--- config.mk ---
export PLATFORM = sky130hd
export DESIGN_NAME = chip8_top
export DESIGN_NICKNAME = d
export VERILOG_FILES = /design/src/common/chip8_pkg.sv /design/src/execute/execute_stage.sv /design/src/execute/register_file.sv /design/src/fetch/fetch_stage.sv /design/src/chip8_top.sv /design/src/decode_stage.sv
export SDC_FILE = /design/constraint.sdc
export NUM_CORES = 1
export LEC_CHECK = 0
export BUFFER_PORTS_ARGS = -buffer_cell sky130_fd_sc_hd__buf_2
export CELL_PAD_IN_SITES_DETAIL_PLACEMENT = 1
export CELL_PAD_IN_SITES_GLOBAL_PLACEMENT = 1
export CORE_MARGIN = 1.5
export CORE_UTILIZATION = 40
export DETAILED_ROUTE_END_ITERATION = 10
export GPL_TIMING_DRIVEN = 0
export PLACE_DENSITY_LB_ADDON = 0.2
export SETUP_SLACK_MARGIN = 0.5
export SYNTH_ARGS = -nofsm -noshare
export SYNTH_HDL_FRONTEND = slang
export SYNTH_SLANG_ARGS = --single-unit
export TNS_END_PERCENT = 20
--- constraint.sdc ---
create_clock -name clk_in -period 8.16 [get_ports clk_in]
set_input_delay 0.408 -clock clk_in [delete_from_list [all_inputs] [get_ports clk_in]]
set_output_delay 0.408 -clock clk_in [all_outputs]
set_load 0.005 [all_outputs]
--- src/common/chip8_pkg.sv ---
`default_nettype none

package chip8_pkg;

  localparam int ADDR_W = 12; // program space is 4 KiB
  localparam int DATA_W = 8;
  localparam int REG_COUNT = 16;
  localparam int REG_VF = 15; // flag register
  localparam int SPRITE_X_W = 6; // 64 columns
  localparam int SPRITE_Y_W = 5; // 32 rows
  localparam int HEIGHT_W = 4;

  // pc after reset, start of the program area
  localparam logic [ADDR_W-1:0] PROG_START = 12'h200;

  // error codes, sticky once set
  localparam logic [2:0] ERR_NONE = 3'd0;
  localparam logic [2:0] ERR_PARSE = 3'd1;

  // address view: 1nnn, Annn, Bnnn
  typedef struct packed {
    logic [3:0] top;
    logic [ADDR_W-1:0] nnn;
  } op_addr_t;

  // register view: kk is y and n together
  typedef struct packed {
    logic [3:0] top;
    logic [3:0] x;
    logic [3:0] y;
    logic [3:0] n;
  } op_reg_t;

  // one opcode word, two decodings
  typedef union packed {
    op_addr_t a;
    op_reg_t r;
  } opcode_t;

  typedef enum logic [4:0] {
    INSTR_NOP, // dropped or unknown opcode
    INSTR_CLS, // 00E0
    INSTR_JP, // 1nnn
    INSTR_SE_IMM, // 3xkk
    INSTR_SNE_IMM, // 4xkk
    INSTR_SE_REG, // 5xy0
    INSTR_LD_IMM, // 6xkk
    INSTR_ADD_IMM, // 7xkk
    INSTR_LD_REG, // 8xy0
    INSTR_OR, // 8xy1
    INSTR_AND, // 8xy2
    INSTR_XOR, // 8xy3
    INSTR_ADD_REG, // 8xy4
    INSTR_SUB, // 8xy5
    INSTR_SNE_REG, // 9xy0
    INSTR_LD_I, // Annn
    INSTR_JP_V0, // Bnnn
    INSTR_DRW // Dxyn
  } instr_e;

endpackage

`default_nettype wire

--- src/execute/execute_stage.sv ---
`timescale 1ns/100ps
`default_nettype none

module execute_stage (
  input wire clk_in,
  input wire rst_in,
  input wire instr_valid,
  input var chip8_pkg::instr_e instr,
  input var chip8_pkg::opcode_t op,
  input wire [chip8_pkg::ADDR_W-1:0] op_pc,
  output logic pc_done,
  output logic [chip8_pkg::ADDR_W-1:0] next_pc,
  output logic clear_req,
  output logic draw_req,
  output logic [chip8_pkg::ADDR_W-1:0] sprite_addr,
  output logic [chip8_pkg::SPRITE_X_W-1:0] sprite_x,
  output logic [chip8_pkg::SPRITE_Y_W-1:0] sprite_y,
  output logic [chip8_pkg::HEIGHT_W-1:0] sprite_height,
  input wire video_done,
  input wire collision
);

  logic [chip8_pkg::DATA_W-1:0] vx, vy, v0, kk;
  logic [chip8_pkg::ADDR_W-1:0] i_reg;
  logic [chip8_pkg::DATA_W:0] sum; // carry in top bit
  logic alu_wr, alu_flag_wr, skip;
  logic [chip8_pkg::DATA_W-1:0] alu_data, alu_flag;
  logic [chip8_pkg::ADDR_W-1:0] pc_calc;
  logic video_open; // clear or draw waiting for video_done
  logic draw_open;
  logic flag_en;
  logic [chip8_pkg::DATA_W-1:0] flag_data;

  assign kk = {op.r.y, op.r.n};
  assign sum = {1'b0, vx} + {1'b0, vy};

  always_comb begin
    alu_wr = 1'b1;
    alu_flag_wr = 1'b0;
    alu_data = vy;
    alu_flag = '0;
    case (instr)
      chip8_pkg::INSTR_LD_IMM: alu_data = kk;
      chip8_pkg::INSTR_ADD_IMM: alu_data = vx + kk; // no carry flag
      chip8_pkg::INSTR_LD_REG: alu_data = vy;
      chip8_pkg::INSTR_OR: alu_data = vx | vy;
      chip8_pkg::INSTR_AND: alu_data = vx & vy;
      chip8_pkg::INSTR_XOR: alu_data = vx ^ vy;
      chip8_pkg::INSTR_ADD_REG: begin
        alu_data = sum[chip8_pkg::DATA_W-1:0];
        alu_flag_wr = 1'b1;
        alu_flag = {{(chip8_pkg::DATA_W-1){1'b0}}, sum[chip8_pkg::DATA_W]};
      end
      chip8_pkg::INSTR_SUB: begin
        alu_data = vx - vy;
        alu_flag_wr = 1'b1;
        alu_flag = {{(chip8_pkg::DATA_W-1){1'b0}}, vx > vy}; // not borrow
      end
      default: alu_wr = 1'b0;
    endcase
  end

  always_comb begin
    skip = 1'b0;
    pc_calc = op_pc;
    case (instr)
      chip8_pkg::INSTR_SE_IMM: skip = (vx == kk);
      chip8_pkg::INSTR_SNE_IMM: skip = (vx != kk);
      chip8_pkg::INSTR_SE_REG: skip = (vx == vy);
      chip8_pkg::INSTR_SNE_REG: skip = (vx != vy);
      chip8_pkg::INSTR_JP: pc_calc = op.a.nnn;
      chip8_pkg::INSTR_JP_V0: pc_calc = op.a.nnn + {4'h0, v0}; // wraps
      default: skip = 1'b0;
    endcase
    if (skip) begin
      pc_calc = op_pc + 12'd2;
    end
  end

  // draw collision lands when the video unit answers
  assign flag_en = (instr_valid && alu_flag_wr) || (video_done && draw_open);
  assign flag_data = draw_open ? {{(chip8_pkg::DATA_W-1){1'b0}}, collision} : alu_flag;

  register_file regs0 (
    .clk_in(clk_in),
    .rst_in(rst_in),
    .rd_x(op.r.x),
    .rd_y(op.r.y),
    .vx(vx),
    .vy(vy),
    .v0(v0),
    .i_reg(i_reg),
    .wr_en(instr_valid && alu_wr),
    .wr_idx(op.r.x),
    .wr_data(alu_data),
    .flag_en(flag_en),
    .flag_data(flag_data),
    .i_en(instr_valid && instr == chip8_pkg::INSTR_LD_I),
    .i_data(op.a.nnn)
  );

  always_ff @(posedge clk_in) begin
    if (rst_in) begin
      pc_done <= 1'b0;
      clear_req <= 1'b0;
      draw_req <= 1'b0;
      video_open <= 1'b0;
      draw_open <= 1'b0;
    end else begin
      pc_done <= 1'b0;
      clear_req <= 1'b0;
      draw_req <= 1'b0;
      if (instr_valid) begin
        if (instr == chip8_pkg::INSTR_CLS) begin
          clear_req <= 1'b1;
          video_open <= 1'b1;
        end else if (instr == chip8_pkg::INSTR_DRW) begin
          draw_req <= 1'b1;
          video_open <= 1'b1;
          draw_open <= 1'b1;
        end else begin
          pc_done <= 1'b1; // single cycle kinds
        end
      end else if (video_open && video_done) begin
        pc_done <= 1'b1;
        video_open <= 1'b0;
        draw_open <= 1'b0;
      end
    end
  end

  always_ff @(posedge clk_in) begin
    if (instr_valid) begin
      next_pc <= pc_calc;
      if (instr == chip8_pkg::INSTR_DRW) begin // held until video_done
        sprite_addr <= i_reg;
        sprite_x <= vx[chip8_pkg::SPRITE_X_W-1:0];
        sprite_y <= vy[chip8_pkg::SPRITE_Y_W-1:0];
        sprite_height <= op.r.n;
      end
    end
  end

  // fetch must not start a new instruction before the video answer
  assert property (@(posedge clk_in) disable iff (rst_in)
    video_open |-> !instr_valid);

endmodule

`default_nettype wire

--- src/execute/register_file.sv ---
`timescale 1ns/100ps
`default_nettype none

module register_file (
  input wire clk_in,
  input wire rst_in,
  input wire [3:0] rd_x,
  input wire [3:0] rd_y,
  output logic [chip8_pkg::DATA_W-1:0] vx,
  output logic [chip8_pkg::DATA_W-1:0] vy,
  output logic [chip8_pkg::DATA_W-1:0] v0,
  output logic [chip8_pkg::ADDR_W-1:0] i_reg,
  input wire wr_en,
  input wire [3:0] wr_idx,
  input wire [chip8_pkg::DATA_W-1:0] wr_data,
  input wire flag_en,
  input wire [chip8_pkg::DATA_W-1:0] flag_data,
  input wire i_en,
  input wire [chip8_pkg::ADDR_W-1:0] i_data
);

  logic [chip8_pkg::DATA_W-1:0] regs [chip8_pkg::REG_COUNT]; // V0 to VF

  assign vx = regs[rd_x];
  assign vy = regs[rd_y];
  assign v0 = regs[0];

  always_ff @(posedge clk_in) begin
    if (rst_in) begin
      for (int i = 0; i < chip8_pkg::REG_COUNT; i++) begin
        regs[i] <= '0;
      end
      i_reg <= '0;
    end else begin
      if (wr_en) begin
        regs[wr_idx] <= wr_data;
      end
      if (flag_en) begin
        regs[chip8_pkg::REG_VF] <= flag_data; // later write wins on VF
      end
      if (i_en) begin
        i_reg <= i_data;
      end
    end
  end

endmodule

`default_nettype wire

--- src/fetch/fetch_stage.sv ---
`timescale 1ns/100ps
`default_nettype none

module fetch_stage (
  input wire clk_in,
  input wire rst_in,
  input wire step,
  input wire pc_done,
  input wire [chip8_pkg::ADDR_W-1:0] next_pc,
  output logic [chip8_pkg::ADDR_W-1:0] mem_addr,
  output logic mem_valid,
  input wire mem_ready,
  input wire mem_rvalid,
  input wire [chip8_pkg::DATA_W-1:0] mem_rdata,
  output logic op_valid,
  output chip8_pkg::opcode_t op,
  output logic [chip8_pkg::ADDR_W-1:0] op_pc
);

  typedef enum logic [1:0] {
    S_IDLE, // waiting for step
    S_FETCH, // requesting and collecting bytes
    S_EXEC // instruction in flight downstream
  } state_e;

  state_e state;
  logic [chip8_pkg::ADDR_W-1:0] pc;
  logic [1:0] req_cnt; // requests accepted so far
  logic [1:0] rsp_cnt; // bytes returned so far
  logic [1:0] outstanding;
  logic [chip8_pkg::DATA_W-1:0] hi_byte;
  logic accept;

  assign mem_valid = (state == S_FETCH) && (req_cnt != 2'd2);
  assign mem_addr = pc + {{(chip8_pkg::ADDR_W-2){1'b0}}, req_cnt}; // wraps at 4096
  assign accept = mem_valid && mem_ready;
  assign outstanding = req_cnt - rsp_cnt;

  always_ff @(posedge clk_in) begin
    if (rst_in) begin
      state <= S_IDLE;
      pc <= chip8_pkg::PROG_START;
      req_cnt <= 2'd0;
      rsp_cnt <= 2'd0;
      op_valid <= 1'b0;
    end else begin
      op_valid <= 1'b0;
      case (state)
        S_IDLE: begin
          if (step) begin
            state <= S_FETCH;
            req_cnt <= 2'd0;
            rsp_cnt <= 2'd0;
          end
        end
        S_FETCH: begin
          if (accept) begin
            req_cnt <= req_cnt + 2'd1;
          end
          if (mem_rvalid) begin
            rsp_cnt <= rsp_cnt + 2'd1;
            if (rsp_cnt == 2'd1) begin // low byte closes the fetch
              op_valid <= 1'b1;
              state <= S_EXEC;
            end
          end
        end
        S_EXEC: begin
          if (pc_done) begin
            pc <= next_pc;
            state <= S_IDLE;
          end
        end
        default: state <= S_IDLE;
      endcase
    end
  end

  // opcode bytes arrive high first
  always_ff @(posedge clk_in) begin
    if (state == S_FETCH && mem_rvalid) begin
      if (rsp_cnt == 2'd0) begin
        hi_byte <= mem_rdata;
      end else begin
        op <= {hi_byte, mem_rdata};
        op_pc <= pc + 12'd2;
      end
    end
  end

  // request must hold while the memory stalls
  assert property (@(posedge clk_in) disable iff (rst_in)
    mem_valid && !mem_ready |=> mem_valid && $stable(mem_addr));

  // two bytes in flight at most, and no answer without a request
  assert property (@(posedge clk_in) disable iff (rst_in)
    (outstanding <= 2'd2) && !(mem_rvalid && outstanding == 2'd0));

endmodule

`default_nettype wire

--- src/chip8_top.sv ---
`timescale 1ns/100ps
`default_nettype none

module chip8_top (
  input wire clk_in,
  input wire rst_in,
  input wire step, // run one instruction

  // program memory, read only
  output logic [chip8_pkg::ADDR_W-1:0] mem_addr,
  output logic mem_valid,
  input wire mem_ready,
  input wire mem_rvalid,
  input wire [chip8_pkg::DATA_W-1:0] mem_rdata,

  // video unit
  output logic clear_req,
  output logic draw_req,
  output logic [chip8_pkg::ADDR_W-1:0] sprite_addr,
  output logic [chip8_pkg::SPRITE_X_W-1:0] sprite_x,
  output logic [chip8_pkg::SPRITE_Y_W-1:0] sprite_y,
  output logic [chip8_pkg::HEIGHT_W-1:0] sprite_height,
  input wire video_done,
  input wire collision,

  output logic [2:0] error_out
);

  // fetch to decode
  logic op_valid;
  chip8_pkg::opcode_t op;
  logic [chip8_pkg::ADDR_W-1:0] op_pc;

  // decode to execute
  logic instr_valid;
  chip8_pkg::instr_e instr;
  chip8_pkg::opcode_t dec_op;
  logic [chip8_pkg::ADDR_W-1:0] dec_pc;

  // execute back to fetch
  logic pc_done;
  logic [chip8_pkg::ADDR_W-1:0] next_pc;

  fetch_stage fetch0 (
    .clk_in(clk_in),
    .rst_in(rst_in),
    .step(step),
    .pc_done(pc_done),
    .next_pc(next_pc),
    .mem_addr(mem_addr),
    .mem_valid(mem_valid),
    .mem_ready(mem_ready),
    .mem_rvalid(mem_rvalid),
    .mem_rdata(mem_rdata),
    .op_valid(op_valid),
    .op(op),
    .op_pc(op_pc)
  );

  decode_stage decode0 (
    .clk_in(clk_in),
    .rst_in(rst_in),
    .op_valid(op_valid),
    .op(op),
    .op_pc(op_pc),
    .instr_valid(instr_valid),
    .instr(instr),
    .op_q(dec_op),
    .pc_q(dec_pc),
    .error_out(error_out)
  );

  execute_stage execute0 (
    .clk_in(clk_in),
    .rst_in(rst_in),
    .instr_valid(instr_valid),
    .instr(instr),
    .op(dec_op),
    .op_pc(dec_pc),
    .pc_done(pc_done),
    .next_pc(next_pc),
    .clear_req(clear_req),
    .draw_req(draw_req),
    .sprite_addr(sprite_addr),
    .sprite_x(sprite_x),
    .sprite_y(sprite_y),
    .sprite_height(sprite_height),
    .video_done(video_done),
    .collision(collision)
  );

endmodule

`default_nettype wire

--- src/decode_stage.sv ---
`timescale 1ns/100ps
`default_nettype none

module decode_stage (
  input wire clk_in,
  input wire rst_in,
  input wire op_valid,
  input var chip8_pkg::opcode_t op,
  input wire [chip8_pkg::ADDR_W-1:0] op_pc,
  output logic instr_valid,
  output chip8_pkg::instr_e instr,
  output chip8_pkg::opcode_t op_q,
  output logic [chip8_pkg::ADDR_W-1:0] pc_q,
  output logic [2:0] error_out
);

  chip8_pkg::instr_e kind;

  // classify on the top nibble, then refine through either view
  always_comb begin
    kind = chip8_pkg::INSTR_NOP;
    case (op.r.top)
      4'h0: begin
        if (op.a.nnn == 12'h0E0) begin // only CLS is kept
          kind = chip8_pkg::INSTR_CLS;
        end
      end
      4'h1: kind = chip8_pkg::INSTR_JP;
      4'h3: kind = chip8_pkg::INSTR_SE_IMM;
      4'h4: kind = chip8_pkg::INSTR_SNE_IMM;
      4'h5: begin
        if (op.r.n == 4'h0) begin
          kind = chip8_pkg::INSTR_SE_REG;
        end
      end
      4'h6: kind = chip8_pkg::INSTR_LD_IMM;
      4'h7: kind = chip8_pkg::INSTR_ADD_IMM;
      4'h8: begin
        case (op.r.n)
          4'h0: kind = chip8_pkg::INSTR_LD_REG;
          4'h1: kind = chip8_pkg::INSTR_OR;
          4'h2: kind = chip8_pkg::INSTR_AND;
          4'h3: kind = chip8_pkg::INSTR_XOR;
          4'h4: kind = chip8_pkg::INSTR_ADD_REG;
          4'h5: kind = chip8_pkg::INSTR_SUB;
          default: kind = chip8_pkg::INSTR_NOP; // shifts, SUBN
        endcase
      end
      4'h9: begin
        if (op.r.n == 4'h0) begin
          kind = chip8_pkg::INSTR_SNE_REG;
        end
      end
      4'hA: kind = chip8_pkg::INSTR_LD_I;
      4'hB: kind = chip8_pkg::INSTR_JP_V0;
      4'hD: kind = chip8_pkg::INSTR_DRW;
      default: kind = chip8_pkg::INSTR_NOP; // call, rnd, Ex, Fx
    endcase
  end

  always_ff @(posedge clk_in) begin
    if (rst_in) begin
      instr_valid <= 1'b0;
      error_out <= chip8_pkg::ERR_NONE;
    end else begin
      instr_valid <= op_valid;
      if (op_valid && kind == chip8_pkg::INSTR_NOP) begin
        error_out <= chip8_pkg::ERR_PARSE; // sticky until reset
      end
    end
  end

  always_ff @(posedge clk_in) begin
    if (op_valid) begin
      instr <= kind;
      op_q <= op;
      pc_q <= op_pc;
    end
  end

endmodule

`default_nettype wire
---- Word-level counts from Yosys, hierarchy flattened ----
Memory sizes are Yosys's and may differ from the RTL's. A register that Yosys moved wholly into a read port is not among the register bits.
Index checks and enable logic that the tools add are counted.
W data, S select, Z words.
word-level totals
  bits in registers ....................... 142
  latch bits .............................. 0
  bits in writable memories ............... 128
  ROM bits ................................ 0
  input bits .............................. 15
  output and inout bits ................... 45
  memories ................................ 1
memories
  name                 depth  bits a word  rd ports  clocked after memory_dff  wr ports  line                 RTL
  execute0.regs0.regs  16     8            3         2                         16        register_file.sv:22  logic [chip8_pkg::DATA_W-1:0] regs [chip8_pkg::REG_COUNT];
cells by class
  add/subtract/negate cells ............... 9
  multiply operators ...................... 0
  div/mod/pow operators ................... 0
  $lt $le $gt $ge ......................... 1
  equality and inequality tests ........... 51
  shift-type cells ........................ 0
  muxes and demuxes ....................... 50
  bitwise logic cells ..................... 11
  reduce and logical (&&, ||, !) cells .... 32
operator list
  kind                     count
  $pmux W5 S12             1
  $pmux W8 S7              1
  $eq A5 B4 Y1 const B     8
  $mux W1                  26
  $add A12 B2 Y12 const B  2
  $eq A4 B3 Y1 const B     6
  $eq A4 B4 Y1 const B     6
  $pmux W12 S2             1
  $pmux W4 S6              1
  $eq A5 B3 Y1 const B     4
  $eq A8 B8 Y1             2
  $mux W4                  4
  $mux W8                  2
  $ne A8 B8 Y1             2
  $reduce_or A8 Y1         2
  $mux W2                  7
  $add A12 B2 Y12          1
  $add A12 B8 Y12          1
  $eq A12 B8 Y1 const B    1
  $eq A4 B2 Y1 const B     3
  $mux W12                 1
  $eq A5 B2 Y1 const B     2
  $eq A5 B5 Y1 const B     2
  $ne A2 B2 Y1 const B     5
  33 further kinds         63

---- Longest topological paths before layout ----
Gate-level depths: netlist (run 1).
  word-level depth ........................ 13
  depth in mapped cells ................... 16

---- Hierarchy ----
From an unflattened synthesis (run 1), not the netlist that was laid out.
unflattened totals
  cells, all modules ...................... 1191
  area, all modules ....................... 14820.5 µm²
by module, submodules not included
  module         instances  cells each  area an instance (µm²)  sequential area each (µm²)
  register_file  1          485         7253.2                  4083.9
  execute_stage  1          432         3891.2                  1271.2
  fetch_stage    1          193         2332.2                  1461.4
  decode_stage   1          81          1343.8                  1031.0

---- Worst setup path before layout (run 1) ----
No wires, ideal clock.
  path kind ............................... flip-flop to flip-flop
  start ................................... register (tool-made name)
  end ..................................... memory execute0.regs0.regs[15][7] in the netlist's numbering (data pin)
  setup time .............................. 0.268 ns
  data arrival time ....................... 4.697 ns
  required time ........................... 7.892 ns
  slack ................................... 3.195 ns
  stages on the path, launching flop included .. 16
  path buffers ............................ 4
  period minus slack after synthesis ...... 4.965 ns
  path through ............................ dfxtp_1 buf_1 buf_1 mux4_2 mux4_1 inv_1 ha_1 clkbuf_1 nor2_1 a2111oi_0 o311ai_0 a31o_2 a21oi_1 a211oi_1 buf_2 nor3_1
RTL lines
  item       line
  to (decl)  register_file.sv:22

==> results of run 1 <==
-- path summary, 6_finish.rpt --
check,to,cells past startpoint
max reg2reg,execute0.regs0.regs[12][7],15
min reg2reg,fetch0.op[10],0
max,execute0.regs0.regs[12][7],15
min,fetch0.hi_byte[3],1
-- area by class of cell --
class / count / area [µm²] / area share
flip-flops and latches: 278 / 7890 / 0.475
plain buffers: 75 / 318 / 0.0192
multi-input cells: 790 / 6340 / 0.382
clock inverters: 16 / 165 / 0.00995
well taps: 461 / 577 / 0.0348
clock buffers: 41 / 873 / 0.0526
inverters: 40 / 150 / 0.00905
repair buffers: 57 / 285 / 0.0172
-- synth_stat cells, types with 5 or more instances --
library cell	count	area, µm²
sky130_fd_sc_hd__mux4_1	8	210
sky130_fd_sc_hd__nor3b_1	6	45.0
sky130_fd_sc_hd__ha_1	47	588
sky130_fd_sc_hd__inv_1	40	150
sky130_fd_sc_hd__a211o_1	6	52.6
sky130_fd_sc_hd__buf_2	11	55.1
sky130_fd_sc_hd__xor2_1	15	131
sky130_fd_sc_hd__a21o_1	14	105
sky130_fd_sc_hd__fa_1	5	100
sky130_fd_sc_hd__a222oi_1	5	50.1
sky130_fd_sc_hd__xnor2_1	30	263
sky130_fd_sc_hd__buf_1	11	41.3
sky130_fd_sc_hd__nor3_1	29	145
sky130_fd_sc_hd__a22oi_1	10	75.1
sky130_fd_sc_hd__edfxtp_1	232	6970
sky130_fd_sc_hd__nor2_1	152	571
sky130_fd_sc_hd__nand3_1	24	120
sky130_fd_sc_hd__mux4_2	72	1620
sky130_fd_sc_hd__clkbuf_1	48	180
sky130_fd_sc_hd__o21ai_0	33	165
sky130_fd_sc_hd__a21oi_1	62	310
sky130_fd_sc_hd__a211oi_1	24	180
sky130_fd_sc_hd__o21bai_1	7	52.6
sky130_fd_sc_hd__nor4_1	6	37.5
sky130_fd_sc_hd__nand3b_1	5	37.5
sky130_fd_sc_hd__dfxtp_1	46	921
sky130_fd_sc_hd__nand2_1	82	308
sky130_fd_sc_hd__nand2b_1	26	163
sky130_fd_sc_hd__nor2b_1	16	100
sky130_fd_sc_hd__mux2_2	9	101
sky130_fd_sc_hd__mux2i_1	15	150
sky130_fd_sc_hd__and3_1	12	75.1
-- power breakdown --
group	internal, W	switching (W)
Combinational	0.0000665	0.000111
Sequential	0.00156	0.0000184
Clock	0.000842	0.000590
-- per-layer routing --
layer	share of wire	GRT usage	wire length (µm)
met1	0.43	0.319	19300
met3	0.053	0.0292	2400
met4	0.033	0.0790	1460
met5	0	0	0
met2	0.48	0.403	21700
-- critical path: cells and delay by family, from the launching register on --
family / cells / cell delay (ps)
adders and majority gates: 1 / 220
DFF: 1 / 360
AOI/OAI and AO/OA: 5 / 1870
buffers and inverters: 5 / 2450
muxes: 2 / 1380
and+or+nand+nor: 2 / 260
-- per-stage QoR --
stage	instance area, µm²	util	worst slack [ps]	total power, W
global route	16600	0.463	796	0.00326
CTS	16600	0.463	1180	0.00320
global placement	15500	0.434	1340	0.00177
finish	16600	0.463	1320	0.00318
detailed placement	15600	0.434	1290	0.00178
floorplan	14700	-	3190	0.00171
-- logic make-up after synthesis --
family / Yosys count / share of synthesized area
simple gates: 383 / 0.122
flops: 278 / 0.537
compound gates: 203 / 0.0924
buf+inv: 115 / 0.0319
mux: 104 / 0.142
fa+ha+maj: 52 / 0.0469
xor+xnor: 46 / 0.0280
other cells: 1 / 0.000255
==> impl_summary.log, run 1 <==
[metrics] post-detailed-route via-to-cell ratio: 5.92
[metrics] Routed wire per std cell: 25.5 µm
[metrics] commonest non-fill, non-tap cells in the layout: sky130_fd_sc_hd__edfxtp_1, sky130_fd_sc_hd__nor2_1, sky130_fd_sc_hd__nand2_1
[metrics] number of buffers on the longest clock path: 3
[metrics] via count of the first global-routing pass: 10900
[metrics] final critical-path share of the clock period: 0.839
[metrics] Layout Cells excl Fill: 1758
[metrics] R2R setup slack: 1320 ps
[metrics] clock tree from TritonCTS: built
[metrics] count of input and output buffers: 57
[metrics] max-cap viol count: 0
[metrics] Overflow after GRT: 0
[metrics] post-placement cell count: 1701
[metrics] hold path start: mem_rdata[3]
[metrics] Initial DRC Count: 907
[metrics] core area: 35800 µm²
[metrics] maximum number of pins on one net before global-route repair: 31
[metrics] Ports: 60
[metrics] library cell used as clock root buffer: sky130_fd_sc_hd__clkbuf_16
[metrics] total wire length: 44800 µm
[metrics] TNS Setup: 0 ps
[metrics] antenna cells: 0
[metrics] Worst Tran Pin Value: 1310 ps
[metrics] primary flip-flop cell chosen by synthesis mapping: sky130_fd_sc_hd__edfxtp_1
[metrics] EDFF count, synth: 232
[metrics] clock latency of the later-clocked register in the worst-skew pair: 580 ps
[metrics] first-pass GRT wire length: 68100 µm
[metrics] post-cts resize count: 0
[metrics] number of optimization iterations in the first detailed-route pass: 8
[metrics] post-synthesis cell type count: 69
[metrics] Max Fclk: 146 MHz
[metrics] kind of critical path: reg -> reg
[metrics] largest vdd supply drop: 0.166 mV
[metrics] final-report max-slew violation count: 0
[metrics] clock period minus worst slack: 6840 ps
[metrics] highest fanout seen on the critical path: 10
[metrics] Avg Synthesized Cell Area: 12.4 µm²
[metrics] path type of the worst min-delay path: in -> reg
[metrics] status: finished, final reports clean
[metrics] row count: 69
[metrics] area grow syn2layout: 13.0%
[metrics] netlist area before placement: 14700 µm²
[metrics] fraction of layout instances using a drive strength above 1: 0.169
[metrics] count of synthesis-stage warnings from yosys: 0
[metrics] Sinks on Clock Net: 278
[metrics] Largest register FFs: 128
[metrics] initial core utilization: 0.410
[metrics] P_leak: 5.89 nW
[metrics] share of synthesized flip-flops with an asynchronous set or reset: 0
[metrics] most frequent cell on the critical path: sky130_fd_sc_hd__buf_1
[metrics] worst hold-check slack: 32.9 ps
[metrics] cells after synthesis: 1182
[metrics] initial antenna violation count: 0
[metrics] setup fix buffers added after clock tree synthesis: 0
[metrics] count of fill cells added during filler insertion: 3720
[metrics] longest individual stage delay on the worst path: 900 ps
[metrics] CP arrival: 7140 ps
[metrics] power per standard cell area: 192 nW/µm²
[metrics] worst max-slew margin expressed relative to the limit: 0.127
[metrics] most common cell after layout, fill and taps aside: sky130_fd_sc_hd__edfxtp_1
[metrics] Hold Buf Count CTS: 0
[metrics] Num CTS Buffers: 31
[metrics] worst clock skew on the final layout: 19.9 ps
[metrics] CP max stage cell: sky130_fd_sc_hd__buf_1
[metrics] post-CTS clock slew at the launch and capture registers of the worst setup and hold paths: 60 ps
[metrics] kind of start point of the critical path: flip-flop
[metrics] part of the Yosys area used for sequential elements: 0.537
[metrics] count of state elements after synthesis: 278
[metrics] Regs by FF count: execute0.regs0.regs (128), fetch0.op (16)
[metrics] ordered cell list for the critical path: buf_1, buf_1, mux4_2, mux4_1, inv_1, ha_1, clkbuf_1, nor2_1, a2111oi_0, o311ai_0, a31o_2, a21oi_1, a211oi_1, buf_2, nor3_1
[metrics] total track usage: 0.238
[metrics] vertical die dimension: 195 µm
[metrics] total half-perimeter wirelength after legalization and detailed placement: 33000 µm
[metrics] Setup-failing EPs final: 0
[metrics] maximum level of the CTS H-tree: 1
[metrics] vias after detailed routing: 10400
[metrics] die span in x: 195 µm
[metrics] number of nets still failing antenna checks after routing: 0
[metrics] RSZ-0062 raised after global routing: no
[metrics] required arrival time at the worst endpoint: 8460 ps
[metrics] final-report hold violation count: 0
[metrics] endpoint kind of the worst setup timing path: flip-flop
[metrics] number of nets in the final layout: 1340
[metrics] floorplan die area: 37900 µm²
[metrics] last weighted congestion value of the routability-driven placer: 0.862
[metrics] register with the highest flop count: execute0.regs0.regs
[metrics] DRC Markers: 0
Power figures use the tool's default switching activity.
==> inputs of run 2 (changes only) <==
==> constraint.sdc (replaced) <==
create_clock -name clk_in -period 5.8 [get_ports clk_in]
set_input_delay 0.29 -clock clk_in [delete_from_list [all_inputs] [get_ports clk_in]]
set_output_delay 0.29 -clock clk_in [all_outputs]
set_load 0.005 [all_outputs]
==> run 2 against run 1 <==
Register-to-register slack lost 640 ps. Sequential share of layout area shrank 0.54 points. Wire length grew 0.72%. Largest cell class unchanged. Cell area grew 1.2%. Core utilization grew 0.53 points. Clock-buffer cell count is the same.
==> impl_summary.log, run 2 (synthesis results as in run 1) <==
[metrics] post-CTS clock slew at the launch and capture registers of the worst setup and hold paths: 60 ps (about the same)
[metrics] number of nets still failing antenna checks after routing: 0 (unchanged)
[metrics] area grow syn2layout: 14.3%
[metrics] Num CTS Buffers: 31 (unchanged)
[metrics] number of optimization iterations in the first detailed-route pass: 5 (-3)
[metrics] commonest non-fill, non-tap cells in the layout: sky130_fd_sc_hd__edfxtp_1, sky130_fd_sc_hd__nor2_1, sky130_fd_sc_hd__nand2_1
[metrics] status: finished, final reports clean
[metrics] cell-internal power: 0.00347 W (+41%)
[metrics] kind of critical path: reg -> reg
[metrics] max-cap viol count: 0 (unchanged)
[metrics] fraction of layout instances using a drive strength above 1: 0.182 (+0.0132)
[metrics] Clock power frac: 0.449 (about the same)
[metrics] CP arrival: 5430 ps (-1710 ps)
[metrics] core area: 35800 µm² (unchanged)
[metrics] share of the core filled with cells in the final layout: 0.469 (+0.00534)
[metrics] ordered cell list for the critical path: clkbuf_2, buf_2, mux4_2, mux4_1, inv_1, ha_1, clkbuf_1, nor4_1, a211o_1, a21oi_1, a31oi_1, nand2_2, and3_1, or4_1
[metrics] number of buffers on the longest clock path: 3 (unchanged)
[metrics] final critical-path share of the clock period: 0.883 (+0.0440)
[metrics] register share of total power: 0.494 (about the same)
[metrics] total wire length: 45200 µm (+0.72%)
[metrics] post-detailed-route via-to-cell ratio: 5.89 (-0.50%)
[metrics] highest fanout seen on the critical path: 10 (unchanged)
[metrics] CP max stage cell: sky130_fd_sc_hd__mux4_1
[metrics] number of nets in the final layout: 1350 (+0.75%)
[metrics] floorplan die area: 37900 µm² (unchanged)
[metrics] final-report max-slew violation count: 0 (unchanged)
[metrics] Regs by FF count: execute0.regs0.regs (128), fetch0.op (16)
[metrics] worst max-slew margin expressed relative to the limit: 0.229 (+0.102)
[metrics] library cell used as clock root buffer: sky130_fd_sc_hd__clkbuf_16
[metrics] Setup-failing EPs final: 0 (unchanged)
[metrics] Ports: 60 (unchanged)
[metrics] P_leak: 5.99 nW (+1.7%)
[metrics] clock tree from TritonCTS: built
[metrics] initial core utilization: 0.410 (unchanged)
[metrics] Max Fclk: 195 MHz (+34%)
[metrics] count of fill cells added during filler insertion: 3713 (-0.19%)
[metrics] portion of total power attributed to combinational logic: 0.058 (+0.002)
[metrics] worst clock skew on the final layout: 18.9 ps (-1.06 ps)
[metrics] clock latency of the later-clocked register in the worst-skew pair: 570 ps (about the same)
[metrics] DRC Markers: 0 (unchanged)
[metrics] clock period minus worst slack: 5120 ps (-1720 ps)
[metrics] switching component of the power: 0.00102 W (+41%)
[metrics] path type of the worst min-delay path: in -> reg
[metrics] required arrival time at the worst endpoint: 6110 ps (-2350 ps)
[metrics] maximum level of the CTS H-tree: 1 (unchanged)
[metrics] vias after detailed routing: 10400 (+0.067%)
[metrics] cell area reported after detailed placement: 15600 µm² (unchanged)
[metrics] Storage cell area: 7890 µm² (unchanged)
[metrics] die span in x: 195 µm (unchanged)
[metrics] count of input and output buffers: 57 (unchanged)
[metrics] row count: 69 (unchanged)
[metrics] kind of start point of the critical path: flip-flop
[metrics] most common cell after layout, fill and taps aside: sky130_fd_sc_hd__edfxtp_1
[metrics] total half-perimeter wirelength after legalization and detailed placement: 33000 µm (unchanged)
[metrics] power per standard cell area: 267 nW/µm² (+39%)
[metrics] longest individual stage delay on the worst path: 750 ps (-150 ps)
[metrics] antenna cells: 0 (unchanged)
[metrics] Routed wire per std cell: 25.6 µm (+0.15%)
[metrics] largest vdd supply drop: 0.233 mV (+40%)
[metrics] net switching fraction of the power: 0.226 (about the same)
[metrics] final-report hold violation count: 0 (unchanged)
[metrics] Sinks on Clock Net: 278 (unchanged)
[metrics] initial antenna violation count: 0 (unchanged)
[metrics] via count of the first global-routing pass: 11000 (+1.1%)
[metrics] multi-input combinational cell area: 6410 µm² (+1.1%)
[metrics] first-pass GRT wire length: 68500 µm (+0.59%)
[metrics] register with the highest flop count: execute0.regs0.regs
[metrics] final total power: 0.00449 W (+41%)
[metrics] post-route cell area: 16800 µm² (+1.2%)
[metrics] endpoint kind of the worst setup timing path: flip-flop
[metrics] last weighted congestion value of the routability-driven placer: 0.862 (unchanged)
[metrics] maximum number of pins on one net before global-route repair: 31 (unchanged)
[metrics] Initial DRC Count: 845 (-6.8%)
[metrics] Overflow after GRT: 0 (unchanged)
[metrics] Worst Tran Pin Value: 1150 ps (-158 ps)
[metrics] total track usage: 0.240 (+0.00136)
[metrics] RSZ-0062 raised after global routing: yes
[metrics] vertical die dimension: 195 µm (unchanged)
[metrics] Largest register FFs: 128 (unchanged)
## run 2: cell types whose count changed in the layout (fill, tap and decap cells not counted), moves of 2 or more
cell	before	now
sky130_fd_sc_hd__clkbuf_1	52	43
sky130_fd_sc_hd__o311ai_0	2	0
sky130_fd_sc_hd__dlygate4sd3_1	0	8
sky130_fd_sc_hd__buf_2	68	70
sky130_fd_sc_hd__a221oi_2	2	0
sky130_fd_sc_hd__o311ai_1	0	2
sky130_fd_sc_hd__clkbuf_2	0	7
sky130_fd_sc_hd__buf_4	4	10
sky130_fd_sc_hd__a221oi_4	0	2
sky130_fd_sc_hd__buf_1	11	7
## run 2: area by class of cell
class,instances,area share
Buffer,75,0.0205
Inverter,40,0.00894
Sequential cell,278,0.470
Clock inverter,16,0.00984
Clock buffer,41,0.0520
Multi-Input combinational cell,790,0.382
Timing Repair Buffer,67,0.0227
Tap cell,461,0.0344
## run 2: critical path: cells and delay by family (launching register included)
kind	cells	cell delay, ps
flip-flops	1	360
AND/OR/NAND/NOR	4	1310
adder cells (fa/ha/maj)	1	240
buffers and inverters	4	1200
AO/OA/AOI/OAI	3	560
multiplexers	2	1170
## run 2: worst paths after layout
path	startpoint	end	slack, ps	cells after the start
min	mem_rvalid	fetch0.state[0]	20	2
max	flip-flop	execute0.next_pc[10]	680	14
max reg2reg	flip-flop	execute0.next_pc[10]	680	14
min reg2reg	fetch0.hi_byte[2]	fetch0.op[10]	420	0
## run 2: through the flow
| step | std cells | TNS, ps | hold WS [ps] | setup slack, ps |
|---|---|---|---|---|
| 2_1_floorplan | 1183 | 0 | 389 | 835 |
| 3_3_place_gp | 1701 | -54360 | 402 | -1020 |
| 3_5_place_dp | 1701 | -65380 | 406 | -1070 |
| 4_1_cts | 1766 | 0 | 3.13 | 542 |
| 5_1_grt | 1768 | 0 | 22.1 | 364 |
| 6_report | 1768 | 0 | 24.2 | 681 |
## run 2: repair_timing
action,in CTS,in global routing
resized for setup,31,11
hold buffers,8,0
setup endpoints to repair,134,56
hold endpoints to repair,16,0
gates cloned,0,0
pin swaps,0,2
buffers inserted,0,2
## run 2: routing by layer
metal	vias to the layer above	part of all wire	wire (µm)	track usage
met1	5365	0.43	19300	0.318
met2	306	0.48	21900	0.404
met4	0	0.035	1600	0.0868
met5	-	0	0	0
met3	71	0.054	2440	0.0293
li1	4670	-	-	-
## run 2: power by group through the flow
stage / clock [W] / sequential [W] / combinational, W
after CTS: 0.00204 / 0.00222 / 0.000256
after floorplan: 0 / 0.00224 / 0.000166
after global placement: 0 / 0.00225 / 0.000240
final: 0.00201 / 0.00222 / 0.000259
after detailed placement: 0 / 0.00226 / 0.000247
after global routing: 0.00210 / 0.00222 / 0.000278
==> inputs of run 3 (changes only) <==
--- a/config.mk
+++ b/config.mk
@@ -12,7 +12,7 @@
 export CORE_UTILIZATION = 40
 export DETAILED_ROUTE_END_ITERATION = 10
 export GPL_TIMING_DRIVEN = 0
-export PLACE_DENSITY_LB_ADDON = 0.2
+export PLACE_DENSITY = 0.71
 export SETUP_SLACK_MARGIN = 0.5
 export SYNTH_ARGS = -nofsm -noshare
 export SYNTH_HDL_FRONTEND = slang
==> run 3 against run 2 <==
Sequential cell count is the same. Clock-buffer cell count is 7 higher. Cell area shrank 0.19%. Critical endpoint unchanged. Largest power group unchanged.
==> impl_summary.log, run 3 (synthesis results as in run 1) <==
[metrics] status: finished, final reports clean
[metrics] number of nets in the final layout: 1351 (+0.074%)
[metrics] vertical die dimension: 195 µm (unchanged)
[metrics] number of buffers on the longest clock path: 3 (unchanged)
[metrics] total half-perimeter wirelength after legalization and detailed placement: 32900 µm (-0.18%)
[metrics] Layout Cells excl Fill: 1769 (+0.057%)
[metrics] Max Fclk: 194 MHz (-0.85%)
[metrics] largest vdd supply drop: 0.187 mV (-20%)
[metrics] library cell used as clock root buffer: sky130_fd_sc_hd__clkbuf_16
[metrics] global routing met2 resource utilization: 0.404 (-0.000929)
[metrics] required arrival time at the worst endpoint: 6090 ps (-20 ps)
[metrics] final critical-path share of the clock period: 0.890 (+0.00760)
[metrics] Routed wire per std cell: 25.5 µm (-0.26%)
[metrics] Overflow after GRT: 0 (unchanged)
[metrics] row count: 69 (unchanged)
[metrics] highest fanout seen on the critical path: 10 (unchanged)
[metrics] number of nets still failing antenna checks after routing: 0 (unchanged)
[metrics] Worst Tran Pin Value: 1120 ps (-25.5 ps)
[metrics] via count of the first global-routing pass: 10900 (-0.77%)
[metrics] clock latency of the later-clocked register in the worst-skew pair: 570 ps (about the same)
[metrics] share of the core filled with cells in the final layout: 0.468 (-0.000908)
[metrics] last weighted congestion value of the routability-driven placer: 0.904 (+4.9%)
[metrics] core area: 35800 µm² (unchanged)
[metrics] most common cell after layout, fill and taps aside: sky130_fd_sc_hd__edfxtp_1
[metrics] post-placement cell count: 1701 (unchanged)
[metrics] floorplan die area: 37900 µm² (unchanged)
[metrics] DRC Markers: 0 (unchanged)
[metrics] Num CTS Buffers: 31 (unchanged)
[metrics] Final WS setup: 637 ps (-44.1 ps)
[metrics] path type of the worst min-delay path: in -> reg
[metrics] final-report max-slew violation count: 0 (unchanged)
[metrics] number of optimization iterations in the first detailed-route pass: 9 (+4)
[metrics] endpoint kind of the worst setup timing path: flip-flop
[metrics] first-pass GRT wire length: 67900 µm (-0.97%)
[metrics] initial core utilization: 0.410 (unchanged)
[metrics] fraction of layout instances using a drive strength above 1: 0.180 (-0.00243)
[metrics] vias after detailed routing: 10500 (+1.2%)
[metrics] clock tree from TritonCTS: built
[metrics] P_leak: 5.98 nW (-0.26%)
[metrics] GR Layer Usage met3: 0.0368 (+0.00746)
[metrics] clock period minus worst slack: 5160 ps (+44.1 ps)
[metrics] RSZ-0062 raised after global routing: yes
[metrics] area grow syn2layout: 14.1%
[metrics] Regs by FF count: execute0.regs0.regs (128), fetch0.op (16)
[metrics] kind of critical path: reg -> reg
[metrics] antenna cells: 0 (unchanged)
[metrics] die span in x: 195 µm (unchanged)
[metrics] total track usage: 0.239 (-0.000708)
[metrics] post-detailed-route via-to-cell ratio: 5.96 (+1.2%)
[metrics] Ports: 60 (unchanged)
[metrics] TNS Setup: 0 ps (unchanged)
[metrics] kind of start point of the critical path: flip-flop
[metrics] met1 Track Usage GR: 0.305 (-0.0134)
[metrics] post-CTS clock slew at the launch and capture registers of the worst setup and hold paths: 60 ps (about the same)
[metrics] Post-Place Worst Slack: -1090 ps (-17.0 ps)
[metrics] CP arrival: 5460 ps (+30 ps)
[metrics] final-report hold violation count: 0 (unchanged)
[metrics] worst clock skew on the final layout: 28.0 ps (+9.14 ps)
[metrics] worst max-slew margin expressed relative to the limit: 0.246 (+0.0171)
[metrics] final total power: 0.00439 W (-2.3%)
[metrics] Sinks on Clock Net: 278 (unchanged)
[metrics] Setup-failing EPs final: 0 (unchanged)
[metrics] Largest register FFs: 128 (unchanged)
[metrics] Initial DRC Count: 1038 (+23%)
[metrics] maximum number of pins on one net before global-route repair: 31 (unchanged)
[metrics] max-cap viol count: 0 (unchanged)
[metrics] count of fill cells added during filler insertion: 3739 (+0.70%)
[metrics] total wire length: 45100 µm (-0.20%)
[metrics] register with the highest flop count: execute0.regs0.regs
[metrics] busiest layer in global routing: met2
[metrics] initial antenna violation count: 0 (unchanged)
[metrics] maximum level of the CTS H-tree: 1 (unchanged)
[metrics] power per standard cell area: 262 nW/µm² (-2.1%)
[metrics] commonest non-fill, non-tap cells in the layout: sky130_fd_sc_hd__edfxtp_1, sky130_fd_sc_hd__nor2_1, sky130_fd_sc_hd__nand2_1
[metrics] count of input and output buffers: 57 (unchanged)
-- run 3: cell types whose count changed in the layout (fill, tap and decap cells not counted), sizes merged --
cell / before / now
clkbuf: 87 / 96
bufinv: 3 / 0
clkinv: 10 / 7
clkinvlp: 3 / 1
buf: 88 / 87
inv: 40 / 41
-- run 3: repair_timing --
action,4_1_cts,5_1_grt
endpoints found under the hold margin,16,0
buffers inserted,0,3
hold buffers,8,0
pin swaps,0,3
gates resized for setup,32,14
setup endpoints to repair,133,75
gates cloned,0,0
-- run 3: per-layer routing --
layer  vias up  routed length (µm)
li1       4684                   -
met1      5375               18200
met2       384               22000
met3        99                2880
met4         0                1970
met5         -                   0
-- run 3: final cells by class --
| class | count | area (µm²) | area share |
|---|---|---|---|
| plain buffers | 75 | 350 | 0.0209 |
| multi-input cells | 790 | 6420 | 0.383 |
| repair buffers | 68 | 388 | 0.0232 |
| inverters | 40 | 150 | 0.00896 |
| flip-flops and latches | 278 | 7890 | 0.471 |
| well taps | 461 | 577 | 0.0344 |
| clock inverters | 9 | 51.3 | 0.00306 |
| clock buffers | 48 | 931 | 0.0556 |
-- run 3: worst max-delay path, cell delays in order, from the launching register on --
cell,delay (ps)
sky130_fd_sc_hd__dfxtp_1,350
sky130_fd_sc_hd__clkbuf_2,380
sky130_fd_sc_hd__clkbuf_2,460
sky130_fd_sc_hd__mux4_2,440
sky130_fd_sc_hd__mux4_1,740
sky130_fd_sc_hd__inv_1,140
sky130_fd_sc_hd__ha_1,230
sky130_fd_sc_hd__clkbuf_1,240
sky130_fd_sc_hd__nor4_1,570
sky130_fd_sc_hd__a211o_1,220
sky130_fd_sc_hd__a21oi_1,80
sky130_fd_sc_hd__a31oi_1,300
sky130_fd_sc_hd__nand2_2,110
sky130_fd_sc_hd__and3_1,170
sky130_fd_sc_hd__or4_1,450
-- run 3: final timing paths --
| kind | to | startpoint | slack (ps) | cells past startpoint |
|---|---|---|---|---|
| max | execute0.next_pc[10] | flip-flop | 640 | 14 |
| min | fetch0.state[0] | mem_rvalid | 30 | 2 |
| max reg2reg | execute0.next_pc[10] | flip-flop | 640 | 14 |
| min reg2reg | fetch0.op[14] | fetch0.hi_byte[6] | 410 | 0 |
-- run 3: through the flow --
stage	area [µm²]	hold WS, ps
global placement	15500	401
CTS	16700	4.17
floorplan	14700	389
global route	16800	20.8
detailed placement	15600	408
finish	16800	29.8
-- run 3: where the power goes --
| part | switching, W | total [W] | leakage (nW) | internal (W) |
|---|---|---|---|---|
| registers | 0.0000260 | 0.00222 | 2.64 | 0.00219 |
| logic | 0.000158 | 0.000258 | 2.85 | 0.000100 |
| clock network | 0.000814 | 0.00191 | 0.484 | 0.00110 |
| total | 0.000998 | 0.00439 | 5.98 | 0.00339 |
